--- src/logic/mat_ctrl_pkg.sv ---
package mat_ctrl_pkg;

    // ==============================================
    // widths and sizes
    // ==============================================
    localparam int DIM_W     = 8;
    localparam int ADDR_W    = 9;
    localparam int MAX_TYPES = 25;
    localparam int TYPE_W    = 5;
    localparam int CNT_W     = 2;
    localparam int TOTAL_W   = 8;

    // per-shape slot count tops out here
    localparam int CNT_MAX   = 2;

    // ==============================================
    // types
    // ==============================================
    typedef logic [ADDR_W-1:0] addr_t;

    typedef struct packed {
        logic [DIM_W-1:0] m;
        logic [DIM_W-1:0] n;
    } shape_t;

    typedef enum logic [2:0] {
        OP_TRANSPOSE = 3'd0,
        OP_ADD       = 3'd1,
        OP_MATMUL    = 3'd3
    } op_e;

    // shape plus matrix id within that shape
    typedef struct packed {
        shape_t     shape;
        logic [1:0] id;
    } operand_t;

    typedef struct packed {
        op_e    op;
        addr_t  op1_addr;
        addr_t  op2_addr;
        shape_t op1_shape;
        shape_t op2_shape;
        addr_t  res_addr;
    } calc_req_t;

    typedef enum logic [2:0] {
        ST_IDLE    = 3'd0,
        ST_STORE   = 3'd1,
        ST_OPERAND = 3'd2,
        ST_CHECK   = 3'd3,
        ST_EXEC    = 3'd4,
        ST_DONE    = 3'd5,
        ST_ERROR   = 3'd6
    } state_e;

endpackage

--- src/logic/btn_pulse.sv ---
`timescale 1ns/1ps

module btn_pulse (
    input  logic       clk,
    input  logic       rst_n,
    input  logic [2:0] i_btn,
    output logic       o_confirm,
    output logic       o_menu
);

    // bit 0 is confirm, bit 1 is menu
    logic [1:0] btn_raw;
    logic [1:0] sync_a;
    logic [1:0] sync_b;
    logic [1:0] btn_last;
    logic [1:0] pulse;

    assign btn_raw = {i_btn[2], i_btn[0]};

    always_ff @(posedge clk or negedge rst_n) begin
        if (!rst_n) begin
            sync_a   <= '0;
            sync_b   <= '0;
            btn_last <= '0;
            pulse    <= '0;
        end else begin
            sync_a   <= btn_raw;
            sync_b   <= sync_a;
            btn_last <= sync_b;
            // rising edge only, one cycle wide
            pulse    <= sync_b & ~btn_last;
        end
    end

    assign o_confirm = pulse[0];
    assign o_menu    = pulse[1];

endmodule

--- src/logic/shape_ledger.sv ---
`timescale 1ns/1ps

module shape_ledger import mat_ctrl_pkg::*; (
    input  logic               clk,
    input  logic               rst_n,
    input  shape_t             i_query,
    input  logic               i_commit,
    output logic               o_hit,
    output logic [TYPE_W-1:0]  o_hit_idx,
    output logic [CNT_W-1:0]   o_hit_cnt,
    output addr_t              o_hit_start,
    output addr_t              o_slot_addr,
    output logic               o_full,
    output logic [TYPE_W-1:0]  o_types_count,
    output logic [TOTAL_W-1:0] o_total_count
);

    shape_t               tbl_shape [MAX_TYPES];
    addr_t                tbl_start [MAX_TYPES];
    logic [CNT_W-1:0]     tbl_cnt   [MAX_TYPES];
    logic [MAX_TYPES-1:0] tbl_tog;
    logic [TYPE_W-1:0]    used;
    addr_t                free_ptr;
    logic [2*DIM_W-1:0]   area;
    addr_t                mat_size;

    // addresses wrap modulo the memory size
    assign area     = i_query.m * i_query.n;
    assign mat_size = area[ADDR_W-1:0];
    assign o_full   = (used == TYPE_W'(MAX_TYPES));

    // ==============================================
    // lookup
    // ==============================================
    always_comb begin
        o_hit     = 1'b0;
        o_hit_idx = '0;
        for (int i = 0; i < MAX_TYPES; i++) begin
            if ((TYPE_W'(i) < used) && (tbl_shape[i] == i_query)) begin
                o_hit     = 1'b1;
                o_hit_idx = TYPE_W'(i);
            end
        end
    end

    assign o_hit_cnt   = tbl_cnt[o_hit_idx];
    assign o_hit_start = tbl_start[o_hit_idx];

    // toggle set means the second slot is next
    always_comb begin
        if (!o_hit) begin
            o_slot_addr = free_ptr;
        end else if (tbl_tog[o_hit_idx]) begin
            o_slot_addr = o_hit_start + mat_size;
        end else begin
            o_slot_addr = o_hit_start;
        end
    end

    // ==============================================
    // commit
    // ==============================================
    always_ff @(posedge clk or negedge rst_n) begin
        if (!rst_n) begin
            used     <= '0;
            free_ptr <= '0;
            tbl_tog  <= '0;
            for (int i = 0; i < MAX_TYPES; i++) begin
                tbl_cnt[i] <= '0;
            end
        end else if (i_commit) begin
            if (o_hit) begin
                tbl_tog[o_hit_idx] <= ~tbl_tog[o_hit_idx];
                if (o_hit_cnt < CNT_W'(CNT_MAX)) begin
                    tbl_cnt[o_hit_idx] <= o_hit_cnt + 1'b1;
                end
            end else if (!o_full) begin
                tbl_tog[used] <= 1'b1;
                tbl_cnt[used] <= CNT_W'(1);
                free_ptr      <= free_ptr + (mat_size << 1);
                used          <= used + 1'b1;
            end
        end
    end

    always_ff @(posedge clk) begin
        if (i_commit && !o_hit && !o_full) begin
            tbl_shape[used] <= i_query;
            tbl_start[used] <= free_ptr;
        end
    end

    // totals
    always_comb begin
        o_total_count = '0;
        for (int i = 0; i < MAX_TYPES; i++) begin
            if (TYPE_W'(i) < used) begin
                o_total_count = o_total_count + TOTAL_W'(tbl_cnt[i]);
            end
        end
    end

    assign o_types_count = used;

endmodule

--- src/logic/op_planner.sv ---
`timescale 1ns/1ps

module op_planner import mat_ctrl_pkg::*; (
    input  logic      clk,
    input  logic      rst_n,
    input  logic      i_load_op,
    input  op_e       i_op,
    input  logic      i_load_operand,
    input  shape_t    i_operand_shape,
    input  addr_t     i_operand_addr,
    output logic      o_need_more,
    output shape_t    o_res_shape,
    output logic      o_valid_op,
    output logic      o_fits,
    output calc_req_t o_req
);

    op_e        op_q;
    logic [1:0] n_loaded;
    logic [1:0] n_needed;
    shape_t     op1_shape;
    shape_t     op2_shape;
    addr_t      op1_addr;
    addr_t      op2_addr;

    always_ff @(posedge clk or negedge rst_n) begin
        if (!rst_n) begin
            op_q     <= OP_TRANSPOSE;
            n_loaded <= '0;
        end else if (i_load_op) begin
            op_q     <= i_op;
            n_loaded <= '0;
        end else if (i_load_operand && (n_loaded != 2'd2)) begin
            n_loaded <= n_loaded + 1'b1;
        end
    end

    // op2 is zeroed for single-operand ops
    always_ff @(posedge clk) begin
        if (i_load_op) begin
            op2_shape <= '0;
            op2_addr  <= '0;
        end else if (i_load_operand) begin
            if (n_loaded == 2'd0) begin
                op1_shape <= i_operand_shape;
                op1_addr  <= i_operand_addr;
            end else begin
                op2_shape <= i_operand_shape;
                op2_addr  <= i_operand_addr;
            end
        end
    end

    assign n_needed    = (op_q == OP_TRANSPOSE) ? 2'd1 : 2'd2;
    assign o_need_more = (n_loaded < n_needed);

    always_comb begin
        o_valid_op  = 1'b1;
        o_fits      = 1'b1;
        o_res_shape = op1_shape;
        case (op_q)
            OP_TRANSPOSE: begin
                o_res_shape.m = op1_shape.n;
                o_res_shape.n = op1_shape.m;
            end
            OP_ADD: o_fits = (op1_shape == op2_shape);
            OP_MATMUL: begin
                o_res_shape.n = op2_shape.n;
                o_fits        = (op1_shape.n == op2_shape.m);
            end
            default: begin
                o_valid_op = 1'b0;
                o_fits     = 1'b0;
            end
        endcase
    end

    assign o_req = '{op: op_q, op1_addr: op1_addr, op2_addr: op2_addr,
                     op1_shape: op1_shape, op2_shape: op2_shape, res_addr: '0};

endmodule

--- src/logic/ctrl_fsm.sv ---
`timescale 1ns/1ps

module ctrl_fsm import mat_ctrl_pkg::*; (
    input  logic             clk,
    input  logic             rst_n,
    input  logic [7:0]       i_sw,
    input  logic             i_confirm,
    input  logic             i_menu,
    input  logic             i_dims_valid,
    input  operand_t         i_dims,
    output logic             o_dims_ready,
    output logic             o_addr_valid,
    output addr_t            o_addr,
    input  logic             i_rx_done,
    output logic             o_calc_valid,
    output calc_req_t        o_calc_req,
    input  logic             i_calc_ready,
    input  logic             i_calc_done,
    output shape_t           o_query,
    output logic             o_commit,
    input  logic             i_hit,
    input  logic [CNT_W-1:0] i_hit_cnt,
    input  addr_t            i_hit_start,
    input  addr_t            i_slot_addr,
    input  logic             i_full,
    output logic             o_load_op,
    output op_e              o_op,
    output logic             o_load_operand,
    output shape_t           o_operand_shape,
    output addr_t            o_operand_addr,
    input  logic             i_need_more,
    input  shape_t           i_res_shape,
    input  logic             i_valid_op,
    input  logic             i_fits,
    input  calc_req_t        i_req,
    output logic             o_logic_error,
    output state_e           o_state
);

    state_e               state;
    state_e               state_nx;
    logic                 dims_fire;
    logic                 operand_ok;
    logic                 calc_finish;
    logic [2*DIM_W-1:0]   area;
    logic [2*DIM_W+1:0]   id_offset;
    addr_t                res_addr_q;

    // ledger sees the incoming shape while taking beats, else the result shape
    assign o_query = (state == ST_STORE || state == ST_OPERAND) ? i_dims.shape : i_res_shape;

    always_comb begin
        case (state)
            ST_STORE:   o_dims_ready = i_hit || !i_full;
            ST_OPERAND: o_dims_ready = i_valid_op && i_need_more;
            default:    o_dims_ready = 1'b0;
        endcase
    end

    assign dims_fire   = i_dims_valid && o_dims_ready;
    assign calc_finish = (state == ST_EXEC) && !o_calc_valid && i_calc_done;

    // operand address is start + (id-1)*m*n
    assign area            = i_dims.shape.m * i_dims.shape.n;
    assign id_offset       = area * (i_dims.id - 2'd1);
    assign operand_ok      = i_hit && (i_dims.id != 2'd0) && (i_dims.id <= i_hit_cnt);
    assign o_operand_shape = i_dims.shape;
    assign o_operand_addr  = i_hit_start + id_offset[ADDR_W-1:0];
    assign o_load_operand  = (state == ST_OPERAND) && dims_fire && operand_ok;

    assign o_load_op = (state == ST_IDLE) && i_confirm && (i_sw[1:0] == 2'b10);
    assign o_op      = op_e'(i_sw[7:5]);
    assign o_commit  = ((state == ST_STORE) && dims_fire) || calc_finish;

    // ==============================================
    // next state
    // ==============================================
    always_comb begin
        state_nx = state;
        if (i_menu) begin
            state_nx = ST_IDLE;
        end else begin
            case (state)
                ST_IDLE: begin
                    if (i_confirm && i_sw[1:0] == 2'b00) begin
                        state_nx = ST_STORE;
                    end else if (o_load_op) begin
                        state_nx = ST_OPERAND;
                    end
                end
                ST_STORE:   if (i_rx_done) state_nx = ST_IDLE;
                ST_OPERAND: begin
                    if (!i_valid_op) begin
                        state_nx = ST_ERROR;
                    end else if (!i_need_more) begin
                        state_nx = ST_CHECK;
                    end
                end
                // result needs an existing entry or room for a new one
                ST_CHECK:   state_nx = (i_fits && (i_hit || !i_full)) ? ST_EXEC : ST_ERROR;
                ST_EXEC:    if (calc_finish) state_nx = ST_DONE;
                ST_DONE,
                ST_ERROR:   if (i_confirm) state_nx = ST_IDLE;
                default:    state_nx = ST_IDLE;
            endcase
        end
    end

    always_ff @(posedge clk or negedge rst_n) begin
        if (!rst_n) begin
            state         <= ST_IDLE;
            o_addr_valid  <= 1'b0;
            o_calc_valid  <= 1'b0;
            o_logic_error <= 1'b0;
        end else begin
            state        <= state_nx;
            o_addr_valid <= (state == ST_STORE) && dims_fire;

            if (state == ST_CHECK && state_nx == ST_EXEC) begin
                o_calc_valid <= 1'b1;
            end else if (i_calc_ready || state_nx == ST_IDLE) begin
                o_calc_valid <= 1'b0;
            end

            if (state_nx == ST_IDLE) begin
                o_logic_error <= 1'b0;
            end else if (state_nx == ST_ERROR) begin
                o_logic_error <= 1'b1;
            end else if (state == ST_OPERAND && dims_fire) begin
                o_logic_error <= !operand_ok;
            end
        end
    end

    always_ff @(posedge clk) begin
        if (state == ST_STORE && dims_fire) begin
            o_addr <= i_slot_addr;
        end
        if (state == ST_CHECK) begin
            res_addr_q <= i_slot_addr;
        end
    end

    always_comb begin
        o_calc_req          = i_req;
        o_calc_req.res_addr = res_addr_q;
    end

    assign o_state = state;

endmodule

--- src/logic/mat_ctrl_top.sv ---
`timescale 1ns/1ps

module mat_ctrl_top import mat_ctrl_pkg::*; (
    input  logic               clk,
    input  logic               rst_n,
    input  logic [7:0]         i_sw,
    input  logic [2:0]         i_btn,
    input  logic               i_dims_valid,
    input  operand_t           i_dims,
    output logic               o_dims_ready,
    output logic               o_addr_valid,
    output addr_t              o_addr,
    input  logic               i_rx_done,
    output logic               o_calc_valid,
    output calc_req_t          o_calc_req,
    input  logic               i_calc_ready,
    input  logic               i_calc_done,
    output logic               o_logic_error,
    output state_e             o_state,
    output logic [TYPE_W-1:0]  o_types_count,
    output logic [TOTAL_W-1:0] o_total_count
);

    logic             confirm;
    logic             menu;
    shape_t           query;
    logic             commit;
    logic             hit;
    logic [CNT_W-1:0] hit_cnt;
    addr_t            hit_start;
    addr_t            slot_addr;
    logic             full;
    logic             load_op;
    op_e              op;
    logic             load_operand;
    shape_t           operand_shape;
    addr_t            operand_addr;
    logic             need_more;
    shape_t           res_shape;
    logic             valid_op;
    logic             fits;
    calc_req_t        plan_req;

    btn_pulse u_btn (
        .clk       (clk),
        .rst_n     (rst_n),
        .i_btn     (i_btn),
        .o_confirm (confirm),
        .o_menu    (menu)
    );

    // entry index is for debug visibility only
    shape_ledger u_ledger (
        .clk           (clk),
        .rst_n         (rst_n),
        .i_query       (query),
        .i_commit      (commit),
        .o_hit         (hit),
        .o_hit_idx     (),
        .o_hit_cnt     (hit_cnt),
        .o_hit_start   (hit_start),
        .o_slot_addr   (slot_addr),
        .o_full        (full),
        .o_types_count (o_types_count),
        .o_total_count (o_total_count)
    );

    op_planner u_planner (
        .clk             (clk),
        .rst_n           (rst_n),
        .i_load_op       (load_op),
        .i_op            (op),
        .i_load_operand  (load_operand),
        .i_operand_shape (operand_shape),
        .i_operand_addr  (operand_addr),
        .o_need_more     (need_more),
        .o_res_shape     (res_shape),
        .o_valid_op      (valid_op),
        .o_fits          (fits),
        .o_req           (plan_req)
    );

    ctrl_fsm u_fsm (
        .clk             (clk),
        .rst_n           (rst_n),
        .i_sw            (i_sw),
        .i_confirm       (confirm),
        .i_menu          (menu),
        .i_dims_valid    (i_dims_valid),
        .i_dims          (i_dims),
        .o_dims_ready    (o_dims_ready),
        .o_addr_valid    (o_addr_valid),
        .o_addr          (o_addr),
        .i_rx_done       (i_rx_done),
        .o_calc_valid    (o_calc_valid),
        .o_calc_req      (o_calc_req),
        .i_calc_ready    (i_calc_ready),
        .i_calc_done     (i_calc_done),
        .o_query         (query),
        .o_commit        (commit),
        .i_hit           (hit),
        .i_hit_cnt       (hit_cnt),
        .i_hit_start     (hit_start),
        .i_slot_addr     (slot_addr),
        .i_full          (full),
        .o_load_op       (load_op),
        .o_op            (op),
        .o_load_operand  (load_operand),
        .o_operand_shape (operand_shape),
        .o_operand_addr  (operand_addr),
        .i_need_more     (need_more),
        .i_res_shape     (res_shape),
        .i_valid_op      (valid_op),
        .i_fits          (fits),
        .i_req           (plan_req),
        .o_logic_error   (o_logic_error),
        .o_state         (o_state)
    );

endmodule

--- config.mk ---
export PLATFORM = sky130hd
export DESIGN_NAME = mat_ctrl_top
export DESIGN_NICKNAME = d
export VERILOG_FILES = /design/src/logic/mat_ctrl_pkg.sv /design/src/logic/btn_pulse.sv /design/src/logic/shape_ledger.sv /design/src/logic/op_planner.sv /design/src/logic/ctrl_fsm.sv /design/src/logic/mat_ctrl_top.sv
export SDC_FILE = /design/constraint.sdc
export NUM_CORES = 2
export LEC_CHECK = 0
export BUFFER_PORTS_ARGS = -buffer_cell sky130_fd_sc_hd__buf_2
export CAP_MARGIN = 20
export CORE_MARGIN = 2
export CORE_UTILIZATION = 30
export CTS_CLUSTER_DIAMETER = 50
export CTS_CLUSTER_SIZE = 16
export DETAILED_ROUTE_END_ITERATION = 8
export PLACE_DENSITY_LB_ADDON = 0.12
export SLEW_MARGIN = 25
export SYNTH_ARGS = -nofsm -noshare
export SYNTH_HDL_FRONTEND = slang
export SYNTH_SLANG_ARGS = --single-unit
--- constraint.sdc ---
create_clock -name clk -period 30.3 [get_ports clk]
set_input_delay 1.515 -clock clk [delete_from_list [all_inputs] [get_ports clk]]
set_output_delay 1.515 -clock clk [all_outputs]
set_load 0.005 [all_outputs]
==> results_dict.tcl <==
set metrics [dict create \
    status "finished, final reports clean" \
    synth-seq-cells 775 \
    hpwlAfterDp_um 126000 \
    grt_max_degree 58 \
    ant_nets 0 \
    wl_um 181000 \
    cts.clk_slew.worst_paths_ns 0.06 \
    cp_slowest_cell "fa_1" \
    fin_crit_sh 0.814 \
    layout_commonest_cell "edfxtp_1" \
    swShare 0.482 \
    synth_area_um2 46200 \
    ys.flop_type "edfxtp_1" \
    synth_top_family_by_area "simple AND/OR/NAND/NOR gates" \
    p_int_mw 3.61 \
    num_vias 34547 \
    slowest_delay_ns 0.54 \
    synth_compound_area_frac 0.106 \
    synth_fp_nets 4432 \
    setup_viol 0 \
    seq_area_frac_synth 0.487 \
    grt_antenna_before_repair 5 \
    yosysTopAreaCell "edfxtp_1" \
    hold_viol_final 0 \
    cts_max_level 3 \
    p_comb_frac 0.612 \
    syn_to_final_growth_pct 15.9 \
    total_leakage_power_nw 19.7 \
    dieArea_um2 157000 \
    cp_max_fo 15 \
    switchingPower_mw 3.36 \
    synthAdderAreaFrac 0.0704 \
    totalNegativeSetupSlack_ns 0 \
    drt_first_iter_violations 3210 \
    post_cts.repair.setup_buffers 0 \
    clk_latency_ns 0.75 \
    gp_congestion 0.936 \
    floorplan.initialDensity 0.301 \
    grt_pass1_vias 34327 \
    peakVddDrop_uv 212 \
    rows 144 \
    synth_edf_count 643 \
    clock_skew_ns 0.0466 \
    drive_gt1_frac 0.148 \
    synth.distinct_cells 126 \
    worstSetupStartpointType "flop" \
    synth_cells 4188 \
    rsz0062_at_grt "false" \
    drv_cap 0 \
    critical_path_class "reg -> out" \
    synth_mux_area_frac 0.0318 \
    synth_warnings 0 \
    wl_per_cell_um 27.8 \
    cts.repair.resized 0 \
    powerDensity_nw_per_um2 130 \
    path_common_cell "fa_1" \
    die-width_um 396 \
    core_area_um2 154000 \
    final_nets 4638 \
    seqPwrFrac 0.204 \
    finalPower_mw 6.97 \
    relSlewSlack 0.225 \
    cts_tree "yes" \
    synth_top_area_frac 0.418 \
    mostFrequentLayoutCells "643 x edfxtp_1, 324 x nand2_1, 315 x xnor2_1" \
    synthXorXnorAreaFrac 0.114 \
    avgSynthCellArea_um2 11.0 \
    hold_buffers 0 \
    tightestPinTransition_ns 1.16 \
    grt_usage 0.228 \
    synth_area_leaders "edfxtp_1 42%, xnor2_1 6.0%, dfrtp_1 5.8%" \
    slew_violations 0 \
    grt-ovfl-total 0 \
    cts.sinks 775 \
    drc_errors 0 \
    synthSimpleGateAreaFrac 0.154 \
    end_kind "primary output" \
    die_h_um 396 \
    post-route-min-period_ns 24.68 \
    hold_path_class "reg -> reg" \
    worstPathArrival_ns 23.16 \
    io_pins 126 \
    nFillCells 15537 \
    holdPathStages 0 \
    cts_made_buffers 103 \
    drtPass1Iterations 6 \
    cts_root_buf "clkbuf_16" \
    rr_worst_depth 33 \
    io_buffers 121 \
    cp.required_ns 28.79 \
    viasPerCell 5.29 \
    pwr-share-clk 0.184 \
    grt_pass1_wl_um 258000 \
    synthArstFlopShare 0.138 \
    clock_path_buffers 3 \
    fmax_mhz 40.5 \
]
synthesized netlist by cell type (all sizes together) (12+ instances only):
cell type and n:
a211oi 18, a21o 39, a21oi 222, a22o 15
a22oi 18, a31oi 16, and2 80, and3 44
and4 15, buf 88, clkbuf 70, dfrtp 107
dfxtp 25, edfxtp 643, fa 81, ha 128
inv 242, mux2 35, mux2i 99, nand2 326
nand2b 35, nand3 110, nand3b 12, nand4 55
nand4b 18, nor2 331, nor2b 32, nor3 93
nor3b 14, nor4 64, nor4b 19, o211ai 13
o21a 18, o21ai 148, o21bai 18, o22ai 28
o31ai 33, or2 37, or3 21, or4 51
xnor2 326, xor2 230
sequential cells by signal, indices dropped and copies added (netlist names):
register,cells
u_planner.op1_addr,9
u_planner.n_loaded,2
u_fsm.o_addr,9
u_planner.op_q,3
u_btn.btn_last,2
u_planner.o_req,32
u_ledger.tbl_start,200
u_btn.sync_b,2
u_planner.op2_addr,9
u_ledger.free_ptr,8
u_ledger.tbl_tog,25
u_ledger.tbl_shape,400
u_fsm.o_addr_valid,1
u_btn.pulse,2
u_fsm.o_state,3
u_fsm.res_addr_q,9
u_ledger.o_types_count,5
u_fsm.o_calc_valid,1
u_btn.sync_a,2
u_fsm.o_logic_error,1
u_ledger.tbl_cnt,50
cell families (layout without fill, tap and decap cells):
kind of cell	after synthesis	in the layout
other	0	1
XOR/XNOR	564	564
multiplexers	134	134
AO/OA/AOI/OAI	723	723
adder cells (fa/ha/maj)	212	212
AND/OR/NAND/NOR	1380	1380
flip-flops	775	775
buffers and inverters	400	696
stage by stage:
stage | area (µm²) | worst slack [ns] | utilization | instances | hold WS [ns]
CTS | 53500 | 5.48 | 0.349 | 6528 | 0.365
detailed placement | 49900 | 6.27 | 0.325 | 6333 | 0.342
global route | 53500 | 3.85 | 0.349 | 6528 | 0.378
floorplan | 46200 | 8.36 | - | 4188 | 0.331
finish | 53500 | 5.62 | 0.349 | 6529 | 0.359
global placement | 49900 | 6.51 | 0.325 | 6330 | 0.345
cell type report:
class	instances	area, µm²	area share
diodes	1	2.50	0.0000467
clock buffers	108	2600	0.0485
clock inverters	87	990	0.0185
inverters	242	908	0.0170
multi-input cells	3013	22300	0.417
flip-flops and latches	775	22500	0.420
well taps	2044	2560	0.0478
repair buffers	259	1690	0.0315
critical path, delay by kind of cell (launching register included):
family / cells / cell delay [ns]
xor+xnor: 1 / 0.21
mux: 4 / 0.94
buf+inv: 17 / 1.94
compound gates: 19 / 3.94
fa+ha+maj: 26 / 11.66
flops: 1 / 0.42
simple gates: 24 / 3.30
routing by layer:
metal  up-vias  routed length [µm]  track usage
met3       244               10600       0.0299
met4         0                4830       0.0659
li1      15624                   -            -
met2      1126               82000        0.362
met1     17553               83800        0.323
met5         -                   0            0
power groups by stage:
| stage | Clock (mW) | Combinational (mW) | Sequential, mW |
|---|---|---|---|
| global placement | 0 | 4.28 | 1.45 |
| finish | 1.28 | 4.26 | 1.42 |
| CTS | 1.30 | 4.31 | 1.42 |
| floorplan | 0 | 2.89 | 1.42 |
| detailed placement | 0 | 4.28 | 1.45 |
| global route | 1.34 | 4.70 | 1.43 |
worst paths after layout:
path                                                  startpoint                            endpoint  slack, ns
setup / recovery           u_ledger.o_types_count[4]$_DFFE_PN0P_                    o_total_count[7]       5.62
hold / removal                         u_btn.sync_a[0]$_DFF_PN0_           u_btn.sync_b[0]$_DFF_PN0_       0.36
setup reg to reg                      u_fsm.o_state[1]$_DFF_PN0_  u_planner.op2_addr[8]$_SDFFE_PP0P_      18.73
hold reg to reg                        u_btn.sync_a[0]$_DFF_PN0_           u_btn.sync_b[0]$_DFF_PN0_       0.36
max in group asynchronous                                  rst_n    u_ledger.free_ptr[3]$_DFFE_PN0P_      27.96
min in group asynchronous                                  rst_n    u_ledger.tbl_tog[19]$_DFFE_PN0P_       0.91
Note: power is estimated with default switching activity, not from simulation.
